===== src/hdl/feistel_pkg.sv =====
package feistel_pkg;

	// Block geometry.
	localparam int block_width = 64;
	localparam int half_width = block_width / 2;

	// Cipher key.
	localparam int key_width = 128;

	// Round structure.
	localparam int num_rounds = 5;
	localparam int round_lat = 3;

	// S-box table, one byte per entry.
	localparam int sbox_depth = 256;
	localparam int sbox_width = 8;

	// Left rotation applied to the key between round keys.
	localparam int key_rot = 24;

	// Key schedule FSM.
	typedef enum logic [1:0] {
		idle,
		expand,
		ready
	} key_state_t;

endpackage


===== src/hdl/ctr_pkg.sv =====
package ctr_pkg;

	// Latency of the complete round chain.
	localparam int cipher_lat = feistel_pkg::num_rounds * feistel_pkg::round_lat;

	// Block feed register, round chain, output register.
	localparam int ctr_lat = cipher_lat + 2;

	// Counter increment between blocks.
	localparam logic [feistel_pkg::block_width-1:0] ctr_step = 1;

endpackage


===== src/hdl/ctr_block_feed.sv =====
`timescale 1ns/1ns

module ctr_block_feed (
	input logic clk,
	input logic reset_n,
	input logic key_valid,
	input logic tvalid,
	input logic [feistel_pkg::block_width-1:0] plaintext,
	input logic [feistel_pkg::block_width-1:0] iv,
	output logic blk_valid,
	output logic [feistel_pkg::block_width-1:0] blk_data,
	output logic pt_valid,
	output logic [feistel_pkg::block_width-1:0] pt_data
);
	import feistel_pkg::*;
	import ctr_pkg::*;

	logic accept;
	logic first_block;
	logic [block_width-1:0] counter;

	// Blocks without a ready key are dropped.
	assign accept = tvalid & key_valid;

	always_ff @(posedge clk or negedge reset_n) begin
		if (!reset_n) begin
			blk_valid <= 1'b0;
			pt_valid <= 1'b0;
			first_block <= 1'b1;
			counter <= '0;
		end else begin
			blk_valid <= accept;
			pt_valid <= accept;
			if (accept) begin
				counter <= first_block ? iv : counter + ctr_step;
				first_block <= 1'b0;
			end
		end
	end

	always_ff @(posedge clk) begin
		if (accept) begin
			pt_data <= plaintext;
		end
	end

	assign blk_data = counter;

endmodule


===== config.mk =====
export PLATFORM = sky130hd
export DESIGN_NAME = ctr_block_feed
export DESIGN_NICKNAME = d
export VERILOG_FILES = /design/src/hdl/feistel_pkg.sv /design/src/hdl/ctr_pkg.sv /design/src/hdl/ctr_block_feed.sv
export SDC_FILE = /design/constraint.sdc
export NUM_CORES = 1
export LEC_CHECK = 0
export BUFFER_PORTS_ARGS = -buffer_cell sky130_fd_sc_hd__buf_2
export CAP_MARGIN = 20
export CORE_MARGIN = 2
export CORE_UTILIZATION = 49
export DETAILED_ROUTE_END_ITERATION = 12
export PLACE_DENSITY = 0.89
export REMOVE_ABC_BUFFERS = 1
export SLEW_MARGIN = 30
export SYNTH_ARGS = -nofsm -noshare
export SYNTH_HDL_FRONTEND = slang
export SYNTH_SLANG_ARGS = --single-unit

===== constraint.sdc =====
create_clock -name clk -period 2.4 [get_ports clk]
set_input_delay 0 -clock clk [delete_from_list [all_inputs] [get_ports clk]]
set_output_delay 0 -clock clk [all_outputs]
set_load 0.005 [all_outputs]

==> results.cfg <==
[status]
status = finished clean

[clocking]
numCtsBuffers = 17
cts.path.max_buffers = 2
clk_latency_ns = 0.42
cts_sinks = 130
clk_pin_slew_ns = 0.06
h-tree-depth = 4
root_buffer = clkbuf_16
cts_tree = done

[yosys]
ys_seq_area_frac = 0.535
syn_area_sq_mm = 0.00668
avgSynthCellArea_sq_um = 9.88
synth-edff-count = 64
synth_cell_type_count = 59
ys_ff_latch = 130
ys.flop_type = dfrtp_1
yosysWarnings = 0
synthCells = 676
async_reset_ff_frac = 0.508

[drt]
vias_per_cell = 6.11
num_vias = 7622
ant_nets = 0
drt_wl_total_mm = 24.9
routedWlPerCell_microns = 20.0
drcViolationCount = 0
dr.pass1.iters = 6
drt_iter0_markers = 1147

[worst_setup_path]
r2r_cells = 5
startpoint_type = flip-flop
path_cells = nand4_1 -> or4_1 -> nor4_1 -> a31oi_1 -> nand3b_1
ff2ff_setup_slack_ns = 0.17
crit_family = simple AND/OR/NAND/NOR gates
worst-setup-path-type = flip-flop to flip-flop
crit_buf_inv = 0
worst_path_largest_cell_delay_ns = 0.63
worstPathRequired_ns = 2.69
cpMaxStageDelayCell = or4_1
worstSetupEndpointType = flip-flop
cp.depth = 5
critPathMaxFanout = 7
worstPathArrival_ns = 2.52

[timing]
fin_ws_ns = 0.174
fmax_ghz = 0.449
worst_pin_slew_ns = 0.468
drv_slew = 0
slew_headroom = 0.686
hold_violations = 0
finalCriticalPeriod_ns = 2.23
holdWs_ns = 0.00771
finalSetupViolations = 0
rsz0062_at_grt = false
timing.final.crit_share = 0.927
skew_ns = 0.00952

[min_path]
whs_path_depth = 5
holdCritPathClass = input port to flip-flop

[final_layout]
final_layout_size_suffix_gt1_frac = 0.317
nNetsFinal = 1191
antenna_cells = 0
syn2layout_area_growth_pct = 51.4
stdcell_count = 1247
utilization = 0.761

[pwr]
ir_worst_vdd_uv = 494
p_leak_nw = 4.26
powerDensity_mw_per_mm2 = 639

[global_route]
grt_usage = 0.337
grt_start_max_net_pins = 88
grt_pass1_vias = 7282
grt_first_pass_wirelength_mm = 38.5
antenna_found_initial = 0
overflow = 0

[die]
rows = 42
core-area_sq_mm = 0.0133
die_width_microns = 121
die_area_sq_mm = 0.0146
die_y_microns = 121
pin_count = 262
floorplan.initialDensity = 0.503

[placement]
dp.cells = 1094
dp_hpwl_mm = 15.1
gp_congestion = 0.946
io_buffer_count = 261
dp_slack_ns = 0.232

[job]
max_cap_viol_count = 0
[routing by layer]
| layer | GRT usage | part of all wire |
|---|---|---|
| met5 | 0 | 0 |
| met4 | 0.134 | 0.032 |
| met3 | 0.0712 | 0.094 |
| met2 | 0.574 | 0.50 |
| met1 | 0.420 | 0.37 |
[state kept, by name (all words and copies together) (netlist names)]
register	count
pt_data	64
pt_valid	1
first_block	1
blk_data	64
[final timing paths]
kind,startpoint,end
worst max-delay path,blk_data[12]$_DFFE_PN0P_,blk_data[42]$_DFFE_PN0P_
worst min-delay path,iv[47],blk_data[47]$_DFFE_PN0P_
worst max register to register,blk_data[12]$_DFFE_PN0P_,blk_data[42]$_DFFE_PN0P_
worst min register to register,blk_data[54]$_DFFE_PN0P_,blk_data[54]$_DFFE_PN0P_
max in group asynchronous,reset_n,first_block$_DFFE_PN1P_
min in group asynchronous,reset_n,blk_data[55]$_DFFE_PN0P_
[cell usage in the layout (no fill, tap or decap), types with 14 or more instances in the layout]
cell and count:
nor4_1 14, buf_4 23, clkbuf_16 17, o21ai_0 41, nand2_1 54, nor2_1 39, edfxtp_1 64, dlygate4sd3_1 121
a21oi_1 46, nor3_1 32, nand4_1 40, and3_1 27, buf_2 261, nand3_1 53, or3_1 15, dfrtp_1 65
[power breakdown]
| group | switching (W) | internal, W |
|---|---|---|
| Combinational | 0.000532 | 0.000535 |
| Clock | 0.00104 | 0.00154 |
| Sequential | 0.000258 | 0.00257 |
| Total | 0.00183 | 0.00464 |
[Yosys cell counts, drive strengths merged (7+ instances only)]
library cell / number / area [sq um]
and3: 27 / 169
nand3: 54 / 275
nand2: 55 / 206
edfxtp: 64 / 1920
or3: 15 / 93.8
a21oi: 46 / 230
dfrtp: 65 / 1630
clkbuf: 37 / 140
a22oi: 7 / 52.6
nor2: 39 / 146
nor4: 21 / 186
o21ai: 41 / 205
nand4: 41 / 272
or4: 8 / 60.1
buf: 11 / 55.0
nor3: 34 / 180
o22ai: 10 / 62.6
inv: 13 / 48.8
[cell type report]
type | count | area (sq um)
fillers | 862 | 3180
flip-flops and latches | 130 | 3580
multi-input cells | 485 | 2880
inverters | 13 | 51.3
clock buffers | 17 | 425
well taps | 176 | 220
clock inverters | 15 | 156
repair buffers | 411 | 2810
[tightest hold or removal path, stage by stage]
cell and delay (ns):
buf_2 0.08, nand3_1 0.06, nand2_1 0.08, a21oi_1 0.04
mux2i_1 0.12
[metrics by stage]
stage               total power (W)  TNS, ns  area, sq um
finish                      0.00647        0        10100
global route                0.00671        0        10100
CTS                         0.00642        0        10100
detailed placement          0.00372        0         8310
global placement            0.00368        0         8310
floorplan                   0.00316  -192.26         6490
[what timing repair did]
action | CTS | global route
hold buffers | 121 | 0
setup buffers | 0 | 0
setup endpoints to repair | 0 | 2
endpoints found under the hold margin | 186 | 0
resized for setup | 0 | 2
[cells by family after synthesis]
kind of cell	Yosys count	share of synthesized area
AOI/OAI and AO/OA	165	0.160
adders and majority gates	1	0.00187
buffers and inverters	61	0.0365
DFF	130	0.535
muxes	6	0.00899
and+or+nand+nor	313	0.258
(Power assumes the default switching activity.)
