**src/hdl/feistel_pkg.sv**
```systemverilog
package feistel_pkg;

	// Block geometry.
	localparam int block_width = 64;
	localparam int half_width = block_width / 2;

	// Cipher key.
	localparam int key_width = 128;

	// Round structure.
	localparam int num_rounds = 5;
	localparam int round_lat = 3;

	// S-box table, one byte per entry.
	localparam int sbox_depth = 256;
	localparam int sbox_width = 8;

	// Left rotation applied to the key between round keys.
	localparam int key_rot = 24;

	// Key schedule FSM.
	typedef enum logic [1:0] {
		idle,
		expand,
		ready
	} key_state_t;

endpackage

```
**src/hdl/ctr_pkg.sv**
```systemverilog
package ctr_pkg;

	// Latency of the complete round chain.
	localparam int cipher_lat = feistel_pkg::num_rounds * feistel_pkg::round_lat;

	// Block feed register, round chain, output register.
	localparam int ctr_lat = cipher_lat + 2;

	// Counter increment between blocks.
	localparam logic [feistel_pkg::block_width-1:0] ctr_step = 1;

endpackage

```
**src/hdl/ctr_keystream_xor.sv**
```systemverilog
`timescale 1ns/1ns

module ctr_keystream_xor (
	input logic clk,
	input logic reset_n,
	input logic pt_valid,
	input logic [feistel_pkg::block_width-1:0] pt_data,
	input logic ks_valid,
	input logic [feistel_pkg::block_width-1:0] ks_data,
	output logic valid,
	output logic [feistel_pkg::block_width-1:0] ciphertext
);
	import feistel_pkg::*;
	import ctr_pkg::*;

	logic [block_width-1:0] pt_dly [cipher_lat];
	logic [cipher_lat-1:0] pv_dly;

	// Plaintext rides alongside the round chain.
	always_ff @(posedge clk or negedge reset_n) begin
		if (!reset_n) begin
			pv_dly <= '0;
		end else begin
			pv_dly <= {pv_dly[cipher_lat-2:0], pt_valid};
		end
	end

	always_ff @(posedge clk) begin
		pt_dly[0] <= pt_data;
		for (int i = 1; i < cipher_lat; i++) begin
			pt_dly[i] <= pt_dly[i-1];
		end
	end

	always_ff @(posedge clk or negedge reset_n) begin
		if (!reset_n) begin
			valid <= 1'b0;
		end else begin
			valid <= ks_valid & pv_dly[cipher_lat-1];
		end
	end

	always_ff @(posedge clk) begin
		if (ks_valid) begin
			ciphertext <= pt_dly[cipher_lat-1] ^ ks_data;
		end
	end

endmodule

```
**config.mk**
```make
export PLATFORM = sky130hd
export DESIGN_NAME = ctr_keystream_xor
export DESIGN_NICKNAME = d
export VERILOG_FILES = /design/src/hdl/feistel_pkg.sv /design/src/hdl/ctr_pkg.sv /design/src/hdl/ctr_keystream_xor.sv
export SDC_FILE = /design/constraint.sdc
export NUM_CORES = 1
export LEC_CHECK = 0
export ABC_AREA = 1
export BUFFER_PORTS_ARGS = -buffer_cell sky130_fd_sc_hd__buf_4
export CORE_UTILIZATION = 50
export DETAILED_ROUTE_END_ITERATION = 8
export PLACE_DENSITY = 0.69
export SYNTH_ARGS = -nofsm -noshare
export SYNTH_HDL_FRONTEND = slang
export SYNTH_SLANG_ARGS = --single-unit
```
**constraint.sdc**
```tcl
create_clock -name clk -period 0.98 [get_ports clk]
set_input_delay 0.098 -clock clk [delete_from_list [all_inputs] [get_ports clk]]
set_output_delay 0.098 -clock clk [all_outputs]
set_load 0.1 [all_outputs]
```
==> metrics.md <==
| Metric | Value |
|---|---|
| Detailed Place HPWL | 14100 um |
| Fmax | 0.735 GHz |
| Area contributors post-synth | dfxtp_1 (84%), edfxtp_1 (8.4%), nand2_1 (3.2%), inv_1 (2.1%), dfrtp_1 (1.8%) |
| Unique masters post-synth | 5 |
| Gate Count Post-Synth | 1362 |
| Worst Clk Skew | 0.0134 ns |
| Layout area overhead | 30.6% |
| Violated checks | negative setup slack |
| Final Hold Viols | 0 |
| Placeable Area | 44500 um2 |
| Port Buffer Count | 196 |
| Initial DRT Pass Iterations | 6 |
| Antenna violations before repair | 0 |
| Clock Latency Late Sink | 0.60 ns |
| Min cycle time layout | 1.36 ns |
| Vias in the first global route | 9591 |
| Vias/cell | 3.72 |
| Worst R2R End | ciphertext[48] |
| Final WL | 27900 um |
| Pwr Density | 2840 nW/um2 |
| Max_cap viols | 0 |
| Pin count of the biggest net entering global routing | 36 |
| Final #Nets | 1919 |
| Share of layout cells above drive strength 1 | 18.7% |
| Slew @ Worst Pin | 0.216 ns |
| Clock slew at reported path FFs | 0.06 ns |
| IR drop worst, VDD | 0.00163 V |
| Setup WS pre-CTS | 0.167 ns |
| Via count | 9126 |
| Cells along the critical path | buf_6 |
| Die width | 215 um |
| Max FO, Critical Path | 1 |
| Num rows | 77 |
| CP delay by family, top | flip-flops |
| Syn Area/Cell | 16.7 um2 |
| Leakage | 13.3 nW |
| H-tree levels | 3 |
| Endpoint arrival time on the critical path | 1.26 ns |
| Fin area | 29700 um2 |
| Synthesized area | 22700 um2 |
| DIE AREA | 46400 um2 |
| Buf/Inv on CP | 1 |
| Antenna diodes | 0 |
| First-pass GRT wire length | 45800 um |
| Routed Antenna Nets | 0 |
| CTS max path bufs | 3 |
| R2R Path Start | pt_dly[14][48] |
| Critical path class | flop to output port |
| First-iteration detailed-routing DRC count | 442 |
| Worst Slack Setup Final | -0.380 ns |
| RSZ-0062 raised after global routing | yes |
| Sink Count | 1040 |
| Synth Register Bits | 1040 |
| Slowest CP cell | edfxtp_1 |
| DRC Markers | 0 |
| Buffer count from post-CTS setup fixing | 0 |
| Hold/Removal Path Class | primary input to flop |
| Yosys top cell by area | dfxtp_1 |
| Relative slew slack | 85.6% |
| Post-synth net total | 1494 |
| Starting Density | 51.1% |
| I/O pin cnt | 197 |
| CTS Buf Count | 92 |
| GP Congestion | 0.775 |
| DP Area | 25000 um2 |
| Total grt overflow | 0 |
| Critical Path Source Type | flop |
| Die H | 215 um |
| Gr usage total | 12.3% |
| End of the worst hold path | pt_dly[0][52] |
| R2r setup slk | 0.15 ns |
| Root buf cell | clkbuf_16 |
| Max Slew Vio Count | 0 |
| Status | finished with violations |
| Final period util | 139% |
| WP data required | 0.88 ns |
| WHS Path Cells | 2 |
| Crit end category | output port |
| R2R cell count | 3 |
| Final setup violation count | 65 |
| Yosys warning total | 0 |
| Sequential area share after synthesis | 94.7% |
| Hold Crit Start | pt_data[52] |
| CTS tree | built |
| Critical Path Max Stage Delay | 0.44 ns |
| Top cell type's share of synthesized area | 84.5% |
| WL per Instance | 11.4 um |
[placed cells by master (no fill, tap or decap)]
| cell | instances |
|---|---|
| buf_12 | 2 |
| buf_4 | 132 |
| buf_6 | 63 |
| buf_8 | 2 |
| bufinv_16 | 9 |
| clkbuf_1 | 18 |
| clkbuf_16 | 94 |
| clkbuf_8 | 18 |
| clkinv_2 | 14 |
| clkinv_8 | 2 |
| clkinvlp_4 | 3 |
| dfrtp_1 | 15 |
| dfrtp_2 | 1 |
| dfxtp_1 | 960 |
| dlygate4sd3_1 | 132 |
| edfxtp_1 | 64 |
| inv_1 | 129 |
| inv_4 | 3 |
| inv_6 | 4 |
| inv_8 | 1 |
| nand2_1 | 193 |
[cell families after synthesis]
kind of cell / after synthesis / share of synthesized area (%)
DFF: 1040 / 94.7
buffers and inverters: 129 / 2.13
and+or+nand+nor: 193 / 3.18
[per-stage QoR]
stage	setup TNS (ns)	power [mW]	hold slack, ns	util [%]	std cells
global placement	0	48.9	-0.0488	56.2	2153
finish	-20.04	84.4	0.134	66.8	2451
CTS	-23.66	85.4	0.0831	66.7	2451
detailed placement	0	49.0	-0.0378	56.2	2153
floorplan	-1.41	47.9	-0.198	-	1362
global route	-23.49	87.7	0.101	66.8	2451
[where the power goes]
group	internal, mW	leakage, nW	total, mW	switching (mW)
Combinational	1.15	2.86	3.01	1.86
Sequential	45.1	8.92	45.7	0.607
Clock	21.4	1.54	35.8	14.3
Total	67.7	13.3	84.4	16.8
[registers in the layout (all words and copies together) (netlist names)]
register and flops:
pv_dly 15, pt_dly 960, valid 1, ciphertext 64
[layer usage]
| layer | share of wire (%) | vias to the layer above | global-route usage (%) |
|---|---|---|---|
| met5 | 0 | - | 0 |
| li1 | - | 4980 | - |
| met2 | 46 | 237 | 19.5 |
| met3 | 5.3 | 64 | 3.47 |
| met1 | 46 | 3845 | 15.0 |
| met4 | 3.1 | 0 | 7.14 |
[cell usage after synthesis]
cell / count
dfxtp_1: 960
dfrtp_1: 16
inv_1: 129
edfxtp_1: 64
nand2_1: 193
[final cells by class]
cell class	instances	area, um2
Sequential cell	1040	21500
Tap cell	592	741
Multi-Input combinational cell	193	724
Clock inverter	36	460
Timing Repair Buffer	331	3090
Inverter	129	484
Fill cell	2935	14800
Clock buffer	130	2670
[repair_timing]
item,4_1_cts,5_1_grt
endpoints found under the setup margin,65,81
gates resized for setup,65,2
hold endpoints to repair,210,16
hold buffers,132,1
pin swaps,0,0
gates cloned,0,0
[how the worst max path moves through the flow]
stage | end | depth (start not counted) | slack (ns) | from
after CTS | ciphertext[43] | 1 | -0.42 | ciphertext[43]
after floorplan | ciphertext[0] | 0 | -0.02 | ciphertext[0]
final | ciphertext[43] | 1 | -0.38 | ciphertext[43]
after detailed placement | ciphertext[3] | 2 | 0.17 | ks_valid
after global placement | ciphertext[63] | 2 | 0.18 | ks_valid
after global routing | ciphertext[43] | 1 | -0.44 | ciphertext[43]
Power figures use the tool's default switching activity.
