File: src/hdl/feistel_pkg.sv
package feistel_pkg;

	// Block geometry.
	localparam int block_width = 64;
	localparam int half_width = block_width / 2;

	// Cipher key.
	localparam int key_width = 128;

	// Round structure.
	localparam int num_rounds = 5;
	localparam int round_lat = 3;

	// S-box table, one byte per entry.
	localparam int sbox_depth = 256;
	localparam int sbox_width = 8;

	// Left rotation applied to the key between round keys.
	localparam int key_rot = 24;

	// Key schedule FSM.
	typedef enum logic [1:0] {
		idle,
		expand,
		ready
	} key_state_t;

endpackage

File: src/hdl/feistel_round.sv
`timescale 1ns/1ns

module feistel_round (
	input logic clk,
	input logic reset_n,
	input logic sbox_valid,
	input logic [feistel_pkg::sbox_width-1:0] sbox_out,
	input logic [feistel_pkg::half_width-1:0] round_key,
	input logic in_valid,
	input logic [feistel_pkg::block_width-1:0] in_data,
	output logic out_valid,
	output logic [feistel_pkg::block_width-1:0] out_data
);
	import feistel_pkg::*;

	logic [sbox_width-1:0] sbox [sbox_depth];
	logic [$clog2(sbox_depth)-1:0] wr_addr;

	logic s1_valid;
	logic [half_width-1:0] s1_l;
	logic [half_width-1:0] s1_r;
	logic [half_width-1:0] s1_x;

	logic s2_valid;
	logic [half_width-1:0] s2_l;
	logic [half_width-1:0] s2_r;
	logic [half_width-1:0] s2_sub;

	// Local S-box copy filled from the broadcast byte stream.
	always_ff @(posedge clk or negedge reset_n) begin
		if (!reset_n) begin
			wr_addr <= '0;
		end else if (sbox_valid) begin
			wr_addr <= wr_addr + 1'b1;
		end
	end

	always_ff @(posedge clk) begin
		if (sbox_valid) begin
			sbox[wr_addr] <= sbox_out;
		end
	end

	always_ff @(posedge clk or negedge reset_n) begin
		if (!reset_n) begin
			s1_valid <= 1'b0;
			s2_valid <= 1'b0;
			out_valid <= 1'b0;
		end else begin
			s1_valid <= in_valid;
			s2_valid <= s1_valid;
			out_valid <= s2_valid;
		end
	end

	// Stage 1, key mixing.
	always_ff @(posedge clk) begin
		s1_l <= in_data[block_width-1:half_width];
		s1_r <= in_data[half_width-1:0];
		s1_x <= in_data[half_width-1:0] ^ round_key;
	end

	// Stage 2, byte substitution.
	always_ff @(posedge clk) begin
		for (int b = 0; b < half_width / sbox_width; b++) begin
			s2_sub[b*sbox_width +: sbox_width] <= sbox[s1_x[b*sbox_width +: sbox_width]];
		end
		s2_l <= s1_l;
		s2_r <= s1_r;
	end

	// Stage 3, rotate by one byte, mix into L and swap.
	always_ff @(posedge clk) begin
		out_data <= {s2_r,
			s2_l ^ {s2_sub[half_width-sbox_width-1:0],
				s2_sub[half_width-1:half_width-sbox_width]}};
	end

endmodule

File: config.mk
export PLATFORM = sky130hd
export DESIGN_NAME = feistel_round
export DESIGN_NICKNAME = d
export VERILOG_FILES = /design/src/hdl/feistel_pkg.sv /design/src/hdl/feistel_round.sv
export SDC_FILE = /design/constraint.sdc
export NUM_CORES = 2
export LEC_CHECK = 0
export BUFFER_PORTS_ARGS = -buffer_cell sky130_fd_sc_hd__buf_2
export CAP_MARGIN = 40
export CORE_MARGIN = 2
export CORE_UTILIZATION = 55
export CTS_BUF_LIST = sky130_fd_sc_hd__clkbuf_4 sky130_fd_sc_hd__clkbuf_8
export DETAILED_ROUTE_END_ITERATION = 16
export GPL_TIMING_DRIVEN = 1
export PLACE_DENSITY = 0.68
export REMOVE_ABC_BUFFERS = 1
export SETUP_SLACK_MARGIN = 0.5
export SYNTH_ARGS = -nofsm -noshare
export SYNTH_HDL_FRONTEND = slang
export SYNTH_SLANG_ARGS = --single-unit
File: constraint.sdc
create_clock -name clk -period 3.45 [get_ports clk]
set_input_delay 0.345 -clock clk [delete_from_list [all_inputs] [get_ports clk]]
set_output_delay 0.345 -clock clk [all_outputs]
set_load 0.02 [all_outputs]
==> flow_metrics.env <==
export IMPL_p_leak_uw=0.0591
export IMPL_dp_hpwl_um=424000
export IMPL_power_frac_seq=0.376
export IMPL_met2_usage=0.704
export IMPL_grt_pass1_wl_um=849000
export IMPL_fin_crit_ns=3.24
export IMPL_cp_depth=11
export IMPL_crit_top_cell="buf_4"
export IMPL_grt_start_max_net_pins=117
export IMPL_endpoint_kind="register"
export IMPL_htreeDepth=5
export IMPL_vias=109000
export IMPL_path_cells="buf_4 > buf_12 > and2_1 > buf_4 > nand2_2 > o221ai_4 > o32a_1 > or3_4 > a21oi_4 > buf_6 > nor3b_2"
export IMPL_finalCritPeriodShare=0.940
export IMPL_crit_start="s1_x[25]"
export IMPL_synthFlopType="edfxtp_1"
export IMPL_dp_cells=12300
export IMPL_clock_latency_ns=1.10
export IMPL_relSlewSlack=0.232
export IMPL_cts_tree="built"
export IMPL_combPwrFrac=0.300
export IMPL_rr_worst_depth=11
export IMPL_drv_slew=0
export IMPL_die_w_um=501
export IMPL_crit_path_max_incr_delay_ns=0.43
export IMPL_p_per_area_nw_per_um2=507
export IMPL_cts_inserted_buffers=398
export IMPL_grt_total_usage=0.499
export IMPL_crit_buf_inv=4
export IMPL_die_y_um=501
export IMPL_yosysUniqueCellTypes=70
export IMPL_clockBufferDepth=4
export IMPL_areaGrowthSynthToFinish_pct=24.1
export IMPL_yosys_warnings=0
export IMPL_pwr_share_clk=0.324
export IMPL_reg2reg_from="s1_x[25]"
export IMPL_port_buffer_count=172
export IMPL_firstDrtPassIters=8
export IMPL_top_usage_layer="met2"
export IMPL_fmax_mhz=308
export IMPL_hold_path_class="in -> reg"
export IMPL_drc=0
export IMPL_fin_skew_ns=0.105
export IMPL_synth_seq_area_share=0.492
export IMPL_design_die_area_um2=251000
export IMPL_arrival_ns=4.14
export IMPL_final_util=0.686
export IMPL_core_area_um2=246000
export IMPL_fill_cells=16600
export IMPL_status="finished, final reports clean"
export IMPL_start_util=0.553
export IMPL_clk_pin_slew_worst_paths_ns=0.07
export IMPL_max_cap_viol_count=0
export IMPL_power_net_switching_uw=28500
export IMPL_p_sw_frac=0.333
export IMPL_hp_start="in_data[13]"
export IMPL_synth_area_um2=136000
export IMPL_routed_wl_um=639000
export IMPL_drt_iter0_markers=21300
export IMPL_ys_seq_elements=2315
export IMPL_rsz0062_at_grt="yes"
export IMPL_layout_commonest_cell="edfxtp_1"
export IMPL_grt_use_met1=0.619
export IMPL_crit_slowest_cell="o32a_1"
export IMPL_layout_drive_gt1_share=0.460
export IMPL_clkSinkCount=2315
export IMPL_critPathKind="reg -> reg"
export IMPL_path_max_fanout=18
export IMPL_internal_power_uw=57000
export IMPL_path_delay_family="simple AND/OR/NAND/NOR gates"
export IMPL_fin_ws_ns=0.208
export IMPL_hold_path_depth=3
export IMPL_postSynthAreaPerCell_um2=16.2
export IMPL_setup_viol=0
export IMPL_cp_required_ns=4.34
export IMPL_async_flop_share=0.00475
export IMPL_root_buffer="clkbuf_8"
export IMPL_final_cell_mix="edfxtp_1 (2,048), mux4_2 (1,734), buf_4 (1,259)"
export IMPL_finalHoldViolCount=0
export IMPL_grt_ovfl_total=0
export IMPL_ant_nets=0
export IMPL_worst_pin_slew_ns=1.15
export IMPL_via_per_inst=7.96
export IMPL_post_place_ws_ns=-0.387
export IMPL_fin_nets=10200
export IMPL_syn_instance_count=8406
export IMPL_cp_start_kind="register"
export IMPL_ir_worst_vdd_mv=0.432
export IMPL_grt_pass1_vias=102000
export IMPL_final_cells=13700
export IMPL_synth_edf_count=2048
export IMPL_wl_per_cell_um=46.8
export IMPL_use_met3=0.184
export IMPL_antenna_found_initial=48
export IMPL_io_pins=173
export IMPL_num_rows=182
export IMPL_place_gp_congestion=1.04
-- worst min-delay path, cell delays in order --
cell and delay, ns:
dlygate4sd3_1 0.51, buf_2 0.13, xor2_1 0.08
-- cell families (layout without fill, tap and decap cells) --
logic type | Yosys count | count (layout) | share of synthesized area
adder cells (fa/ha/maj) | 4 | 4 | 0.000368
flip-flops | 2315 | 2315 | 0.492
other | 0 | 45 | 0
XOR/XNOR | 71 | 71 | 0.00457
multiplexers | 2737 | 2737 | 0.363
AND/OR/NAND/NOR | 1027 | 1027 | 0.0348
AO/OA/AOI/OAI | 1417 | 1417 | 0.0721
buffers and inverters | 835 | 2832 | 0.0330
-- power by group through the flow --
stage          Combinational [uW]  Clock, uW  Sequential [uW]
2_1_floorplan               15300          0            34100
3_3_place_gp                20900          0            32700
3_5_place_dp                21000          0            32800
4_1_cts                     23200      27600            32100
5_1_grt                     25500      28700            32100
6_report                    25700      27700            32200
-- through the flow --
stage	TNS, ns	power (uW)	area [um^2]	hold slack [ns]
floorplan	-759.66	49400	132000	0.0494
global placement	-9.86	53600	148000	0.255
detailed placement	-3.56	53800	149000	0.266
CTS	0	82900	165000	0.00164
global route	0	86400	169000	0.0368
finish	0	85600	169000	0.0353
-- Yosys cell counts (112+ instances only) --
master | number | area share
mux2i_1 | 951 | 0.070
nor3_1 | 143 | 0.0053
a21oi_1 | 343 | 0.013
nor2_1 | 422 | 0.012
a22oi_1 | 112 | 0.0062
nand2_1 | 177 | 0.0049
o22ai_1 | 190 | 0.0087
dfxtp_1 | 256 | 0.038
buf_4 | 155 | 0.0086
mux4_2 | 1733 | 0.29
o221ai_1 | 307 | 0.020
buf_2 | 167 | 0.0061
edfxtp_1 | 2048 | 0.45
o21ai_0 | 126 | 0.0046
clkbuf_1 | 348 | 0.0096
-- flip-flops by register name (all words and copies together), names as in the netlist --
| name | flops |
|---|---|
| s1_l | 32 |
| sbox | 2048 |
| s2_valid | 1 |
| s2_r | 32 |
| s1_r | 32 |
| wr_addr | 8 |
| s2_sub | 32 |
| out_valid | 1 |
| s1_valid | 1 |
| out_data | 64 |
| s1_x | 32 |
| s2_l | 32 |
-- per-layer routing --
metal  vias up  wire length [um]
li1      39900                 -
met1     54900            203000
met2     11300            269000
met3      2687            102000
met4        22             65900
met5         -               149
-- layout make-up --
cell class / instances / area, um^2 / area share
Multi-Input combinational cell: 5256 / 67200 / 0.398
Sequential cell: 2315 / 67000 / 0.397
Timing Repair Buffer: 2080 / 21700 / 0.128
Clock buffer: 561 / 7040 / 0.0417
Tap cell: 3220 / 4030 / 0.0239
Clock inverter: 172 / 1590 / 0.00945
Antenna cell: 45 / 113 / 0.000667
Inverter: 19 / 87.6 / 0.000519
-- path summary, 6_finish.rpt --
kind,endpoint,slack (ns)
setup / recovery,s2_sub[31],0.21
hold / removal,s1_x[13],0.04
setup reg to reg,s2_sub[31],0.21
hold reg to reg,out_data[49],0.32
max in group asynchronous,wr_addr[5],2.62
min in group asynchronous,s1_valid,0.37
-- timing repair --
action	4_1_cts	5_1_grt
pin swaps	67	106
hold endpoints to repair	269	0
resized for setup	490	349
gates cloned	50	17
hold buffers	181	0
setup endpoints to repair	32	110
setup buffers	160	218
Note: power is estimated with default switching activity, not from simulation.
