$ cat src/hdl/feistel_pkg.sv
package feistel_pkg;

	// Block geometry.
	localparam int block_width = 64;
	localparam int half_width = block_width / 2;

	// Cipher key.
	localparam int key_width = 128;

	// Round structure.
	localparam int num_rounds = 5;
	localparam int round_lat = 3;

	// S-box table, one byte per entry.
	localparam int sbox_depth = 256;
	localparam int sbox_width = 8;

	// Left rotation applied to the key between round keys.
	localparam int key_rot = 24;

	// Key schedule FSM.
	typedef enum logic [1:0] {
		idle,
		expand,
		ready
	} key_state_t;

endpackage

$ cat src/hdl/key_schedule.sv
`timescale 1ns/1ns

module key_schedule (
	input logic clk,
	input logic reset_n,
	input logic key_tvalid,
	input logic [feistel_pkg::key_width-1:0] key,
	output logic key_valid,
	output logic [feistel_pkg::half_width-1:0] round_keys [feistel_pkg::num_rounds]
);
	import feistel_pkg::*;

	key_state_t state;
	logic [key_width-1:0] key_rotated;
	logic [2:0] key_idx;

	function automatic logic [key_width-1:0] rotl_key(input logic [key_width-1:0] k);
		return {k[key_width-key_rot-1:0], k[key_width-1:key_width-key_rot]};
	endfunction

	// A new key restarts expansion from any state.
	always_ff @(posedge clk or negedge reset_n) begin
		if (!reset_n) begin
			state <= idle;
			key_idx <= 3'd0;
		end else if (key_tvalid) begin
			state <= expand;
			key_idx <= 3'd1;
		end else if (state == expand) begin
			key_idx <= key_idx + 3'd1;
			if (int'(key_idx) == num_rounds - 1) begin
				state <= ready;
			end
		end
	end

	// Round key 0 is written straight from the key input.
	always_ff @(posedge clk) begin
		if (key_tvalid) begin
			key_rotated <= rotl_key(key);
			round_keys[0] <= key[half_width-1:0];
		end else if (state == expand) begin
			key_rotated <= rotl_key(key_rotated);
			round_keys[key_idx] <= key_rotated[half_width-1:0];
		end
	end

	assign key_valid = (state == ready);

endmodule

$ cat config.mk
export PLATFORM = sky130hd
export DESIGN_NAME = key_schedule
export DESIGN_NICKNAME = d
export VERILOG_FILES = /design/src/hdl/feistel_pkg.sv /design/src/hdl/key_schedule.sv
export SDC_FILE = /design/constraint.sdc
export NUM_CORES = 1
export LEC_CHECK = 0
export BUFFER_PORTS_ARGS = -buffer_cell sky130_fd_sc_hd__buf_2
export CORE_MARGIN = 4
export CORE_UTILIZATION = 35
export DETAILED_ROUTE_END_ITERATION = 6
export PLACE_DENSITY = 0.6
export SLEW_MARGIN = 20
export SYNTH_ARGS = -nofsm -noshare
export SYNTH_HDL_FRONTEND = slang
export SYNTH_SLANG_ARGS = --single-unit
$ cat constraint.sdc
create_clock -name clk -period 4.13 [get_ports clk]
set_input_delay 0.6195 -clock clk [delete_from_list [all_inputs] [get_ports clk]]
set_output_delay 0.6195 -clock clk [all_outputs]
set_load 0.02 [all_outputs]
==> results of run 1 <==
report_power, final:
part | total [µW] | internal [µW] | switching [µW]
registers | 4510 | 4170 | 347
logic | 1470 | 528 | 941
clock network | 2620 | 1540 | 1080
worst max-delay path, stage by stage (launching register included):
cell	delay (ns)
dfrtp_1	0.43
or4b_4	0.63
nor2_4	0.63
buf_4	0.34
final cells by class:
class,count,area [µm²]
Inverter,2,7.51
Fill cell,2668,16800
Clock buffer,34,787
Sequential cell,293,8770
Timing Repair Buffer,299,1570
Clock inverter,17,161
Tap cell,396,495
Multi-Input combinational cell,189,1990
per-layer routing:
metal / global-route usage [%] / routed length (µm) / up-vias
li1: - / - / 2647
met1: 19.8 / 11000 / 2837
met2: 25.1 / 13100 / 220
met3: 4.64 / 2240 / 34
met4: 2.84 / 426 / 4
met5: 0 / 21 / -
placed cells by master (no fill, tap or decap), types with 3 or more instances in the layout:
cell       synthesis  final
a22o_2            28     28
nand2_1            3      3
clkinv_1           0      5
a22o_1             3      3
clkbuf_1           5      3
edfxtp_1         288    288
clkinv_2           0      7
buf_4              0      4
dfrtp_1            5      5
clkbuf_16          0     31
mux2_2           127    127
buf_2              8    290
nand2b_1           4      4
nor2_1             6      4
bufinv_16          0      3
state kept, by name (all words and copies together), names as in the netlist:
signal	count
round_keys	160
key_rotated	128
state	2
key_idx	3
cell families (layout without fill, tap and decap cells):
group | after synthesis | in the layout | share of synthesized area [%]
xor gates and xnor gates | 2 | 2 | 0.161
and+or+nand+nor | 22 | 22 | 1.27
AOI/OAI and AO/OA | 35 | 35 | 3.07
muxes | 128 | 128 | 13.3
DFF | 293 | 293 | 80.8
adders and majority gates | 2 | 2 | 0.231
buffers and inverters | 25 | 352 | 1.16
repair_timing:
item | CTS | global route
buffers inserted | 0 | 0
hold buffers | 1 | 0
endpoints found under the hold margin | 5 | 0
path summary, 6_finish.rpt:
kind	startpoint	to	slack [ns]	cells after the start
worst min register to register	key_rotated[36]	key_rotated[60]	0.54	1
max in group asynchronous	reset_n	key_idx[0]	3.58	2
worst max-delay path	key_idx[2]	round_keys[103]	1.77	3
min in group asynchronous	reset_n	state[1]	0.42	2
worst min-delay path	key[100]	key_rotated[124]	0.38	2
worst max register to register	key_idx[2]	round_keys[103]	1.77	3
stage by stage:
step | cell area (µm²) | hold WS (ns) | power, µW
floorplan | 10900 | 0.324 | 5340
global placement | 12800 | 0.439 | 6040
detailed placement | 12800 | 0.440 | 6060
CTS | 13800 | 0.342 | 8710
global route | 13800 | 0.350 | 8980
finish | 13800 | 0.377 | 8600
==> flow_summary.yaml, run 1 <==
outcome:
  status: "complete, no violations"
routing:
  drc: 0
  ant_nets: 0
  dr.pass1.iters: 4
  routed_wl_mm: 26.7
  vias: 5742
  vias_per_cell: 4.67
  wl_per_cell_um: 21.7
  drtIter0Drc: 427
floorplan:
  initial_core_util_pct: 35.5
  die_h_um: 184
  dieArea_mm2: 0.0339
  placeableCoreArea_mm2: 0.0306
  fp.dieW_um: 184
  ioPinCount: 292
  rows: 64
setup_path:
  crit_fanout: 22
  worstPathRequired_ns: 4.36
  start_kind: "flip-flop"
  worstSetupEndpointType: "flip-flop"
  critical_path_class: "flip-flop to flip-flop"
  arrival_ns: 2.59
clocking:
  cts_buffer_depth: 3
  post_cts_resized: 0
  cts_buffers: 30
  cts_tree: "yes"
  htreeDepth: 1
  cts_sinks: 293
  root_buffer: "clkbuf_16"
  path_clk_slew_ns: 0.06
  clk_latency_ns: 0.54
logic_synthesis:
  netlist_area_mm2: 0.0109
  synth_area_leader_cell: "edfxtp_1"
  synth_top_area_share_pct: 79.7
  syn_nets: 640
  synth_seq_cells: 293
  seq_area_frac_synth_pct: 80.8
  synth_area_per_cell_um2: 21.4
  synth_common_cells: "edfxtp_1, mux2_2, a22o_2"
  syn-instance-count: 507
  synth_warnings: 0
  ys.flop_type: "edfxtp_1"
  synthTopCellsByArea: "edfxtp_1, mux2_2, a22o_2, dfrtp_1, buf_2"
  synth.distinct_cells: 28
  synth_edf_count: 288
  async_flop_share_pct: 1.71
  synthMostInstantiatedCell: "edfxtp_1"
min_path:
  hp-class: "input pin to flip-flop"
global_route:
  grt_max_degree: 157
  grt_use_total_pct: 15.1
  grt_overflow: 0
  grt_pass1_vias: 5874
  antenna_found_initial: 2
  grt_first_pass_wirelength_mm: 38.2
finish:
  fin_cells: 1230
  final_util_pct: 45.1
  syn2layout_area_growth_pct: 27.0
  antenna_cells: 0
  nets: 948
  drive_gt1_share_pct: 60.4
sta:
  min_period_ns: 2.36
  timing.final.ws_setup_ns: 1.77
  fmax_mhz: 423
  relSlewSlack_pct: 27.9
  setup_viol: 0
  tightestPinTransition_ns: 1.08
  hold_viol_final: 0
  setup-tns-final_ns: 0
  finalCritPeriodShare_pct: 57.2
  slew_viol_final: 0
  rsz0062_at_grt: "no"
  finClkSkew_ns: 0.0193
pwr:
  vdd_ir_drop_max_uv: 299
  power_leakage_uw: 0.00532
  pwr_density_cell_mw_per_mm2: 624
placement:
  post-dp-hpwl_mm: 18.0
  portBuffers: 291
  place_congestion: 0.745
  dp_cells: 1177
  pre_cts_slack_ns: 1.69
job:
  drv_cap: 0
No activity file was read; power rests on OpenSTA's default activity.
==> run 2, diff against run 1 <==
==> constraint.sdc (replaced) <==
create_clock -name clk -period 2.5 [get_ports clk]
set_input_delay 0.375 -clock clk [delete_from_list [all_inputs] [get_ports clk]]
set_output_delay 0.375 -clock clk [all_outputs]
set_load 0.02 [all_outputs]
==> run 2 against run 1 <==
Compared with the run above: via count rose by 1.1%; fmax rose by 16%; total power rose by 70%; cell count rose by 1.5%; largest cell class unchanged; largest power group unchanged.
==> flow_summary.yaml, run 2 (synthesized netlist as in run 1, its figures left out) <==
clocking:
  cts_setup_buffers: 0
  root_buffer: "clkbuf_16"
  cts_buffer_depth: 3
  post_cts_resized: 0
  htreeDepth: 1
  path_clk_slew_ns: 0.06
  clk_latency_ns: 0.54
  cts_sinks: 293
  cts_buffers: 30
  postCtsHoldBufs: 1
  cts_tree: "yes"
placement:
  place_congestion: 0.761
  dp_cells: 1187
  portBuffers: 291
  post-dp-hpwl_mm: 18.5
  place_area_mm2: 0.0129
  pre_cts_slack_ns: 0.496
sta:
  hold_viol_final: 0
  timing.final.ws_setup_ns: 0.464
  setup-tns-final_ns: 0
  finClkSkew_ns: 0.00941
  fmax_mhz: 491
  relSlewSlack_pct: 67.7
  tightestPinTransition_ns: 0.485
  rsz0062_at_grt: "no"
  setup_viol: 0
  finalCritPeriodShare_pct: 81.5
  min_period_ns: 2.04
  slew_viol_final: 0
min_path:
  hp-class: "input pin to flip-flop"
pwr:
  power_leakage_uw: 0.00541
  pwr_density_cell_mw_per_mm2: 1050
  vdd_ir_drop_max_uv: 512
  finalPower_uw: 14700
outcome:
  status: "complete, no violations"
finish:
  top_register: "round_keys"
  nets: 957
  largest_reg_flops: 160
  fillCellCount: 2669
  layout_common_cells: "buf_2, edfxtp_1, mux2_2, clkbuf_16, a22o_2"
  top_regs: "round_keys x160, key_rotated x128, key_idx x3"
  multi_input_area_mm2: 0.00199
  layout.cells.most_common: "buf_2"
  fin_area_mm2: 0.0140
  drive_gt1_share_pct: 60.5
  syn2layout_area_growth_pct: 28.9
  seqCellArea_mm2: 0.00877
  fin_cells: 1249
setup_path:
  arrival_ns: 2.24
  start_kind: "flip-flop"
  critical_path_class: "flip-flop to flip-flop"
  worstSetupEndpointType: "flip-flop"
  worstPathRequired_ns: 2.70
  crit_fanout: 23
floorplan:
  placeableCoreArea_mm2: 0.0306
  fp.dieW_um: 184
  initial_core_util_pct: 35.5
  rows: 64
  dieArea_mm2: 0.0339
  die_h_um: 184
  ioPinCount: 292
routing:
  vias: 5803
  drtIter0Drc: 360
  ant_nets: 0
  routed_wl_mm: 26.2
  dr.pass1.iters: 4
  vias_per_cell: 4.65
  wl_per_cell_um: 21.0
  drc: 0
global_route:
  grt_pass1_vias: 5824
  antenna_found_initial: 7
  grt_first_pass_wirelength_mm: 37.1
  grt_use_total_pct: 14.6
  grt_overflow: 0
  grt_max_degree: 74
job:
  drv_cap: 0
run 2: final timing paths:
check | slack [ns] | cells after the start | endpoint | startpoint
worst max-delay path | 0.46 | 4 | round_keys[79] | state[0]
worst min-delay path | 0.13 | 2 | key_rotated[13] | key[117]
worst max register to register | 0.46 | 4 | round_keys[79] | state[0]
worst min register to register | 0.54 | 1 | key_rotated[110] | key_rotated[86]
max in group asynchronous | 2.19 | 2 | state[0] | reset_n
min in group asynchronous | 0.18 | 2 | key_idx[2] | reset_n
run 2: layout make-up:
class,instances,area share [%]
Sequential cell,293,62.7
Multi-Input combinational cell,189,14.2
Timing Repair Buffer,308,11.7
Clock buffer,36,5.68
Tap cell,396,3.54
Clock inverter,20,1.96
Antenna cell,5,0.0894
Inverter,2,0.0536
run 2: stage by stage:
step,utilization [%],hold WS [ns]
CTS,45.7,0.0994
global placement,42.2,0.195
finish,45.7,0.130
detailed placement,42.2,0.198
global route,45.7,0.104
floorplan,-,0.0794
run 2: critical path, cell delays in order (launching register included):
cell and delay [ns]:
dfrtp_1 0.41, nor2b_1 0.39, nand3b_1 0.27, nor3_4 0.21, buf_4 0.38
run 2: report_power, final:
part	total, µW	switching (µW)	internal [µW]
combinational	2440	1550	892
clock	4780	1810	2970
sequential	7430	553	6870
run 2: per-layer routing:
layer	vias up	part of all wire, %	GRT usage (%)
met5	-	0.084	0
met4	6	2.5	4.14
met3	52	8.0	4.01
met2	232	48	23.7
met1	2833	41	19.4
li1	2680	-	-
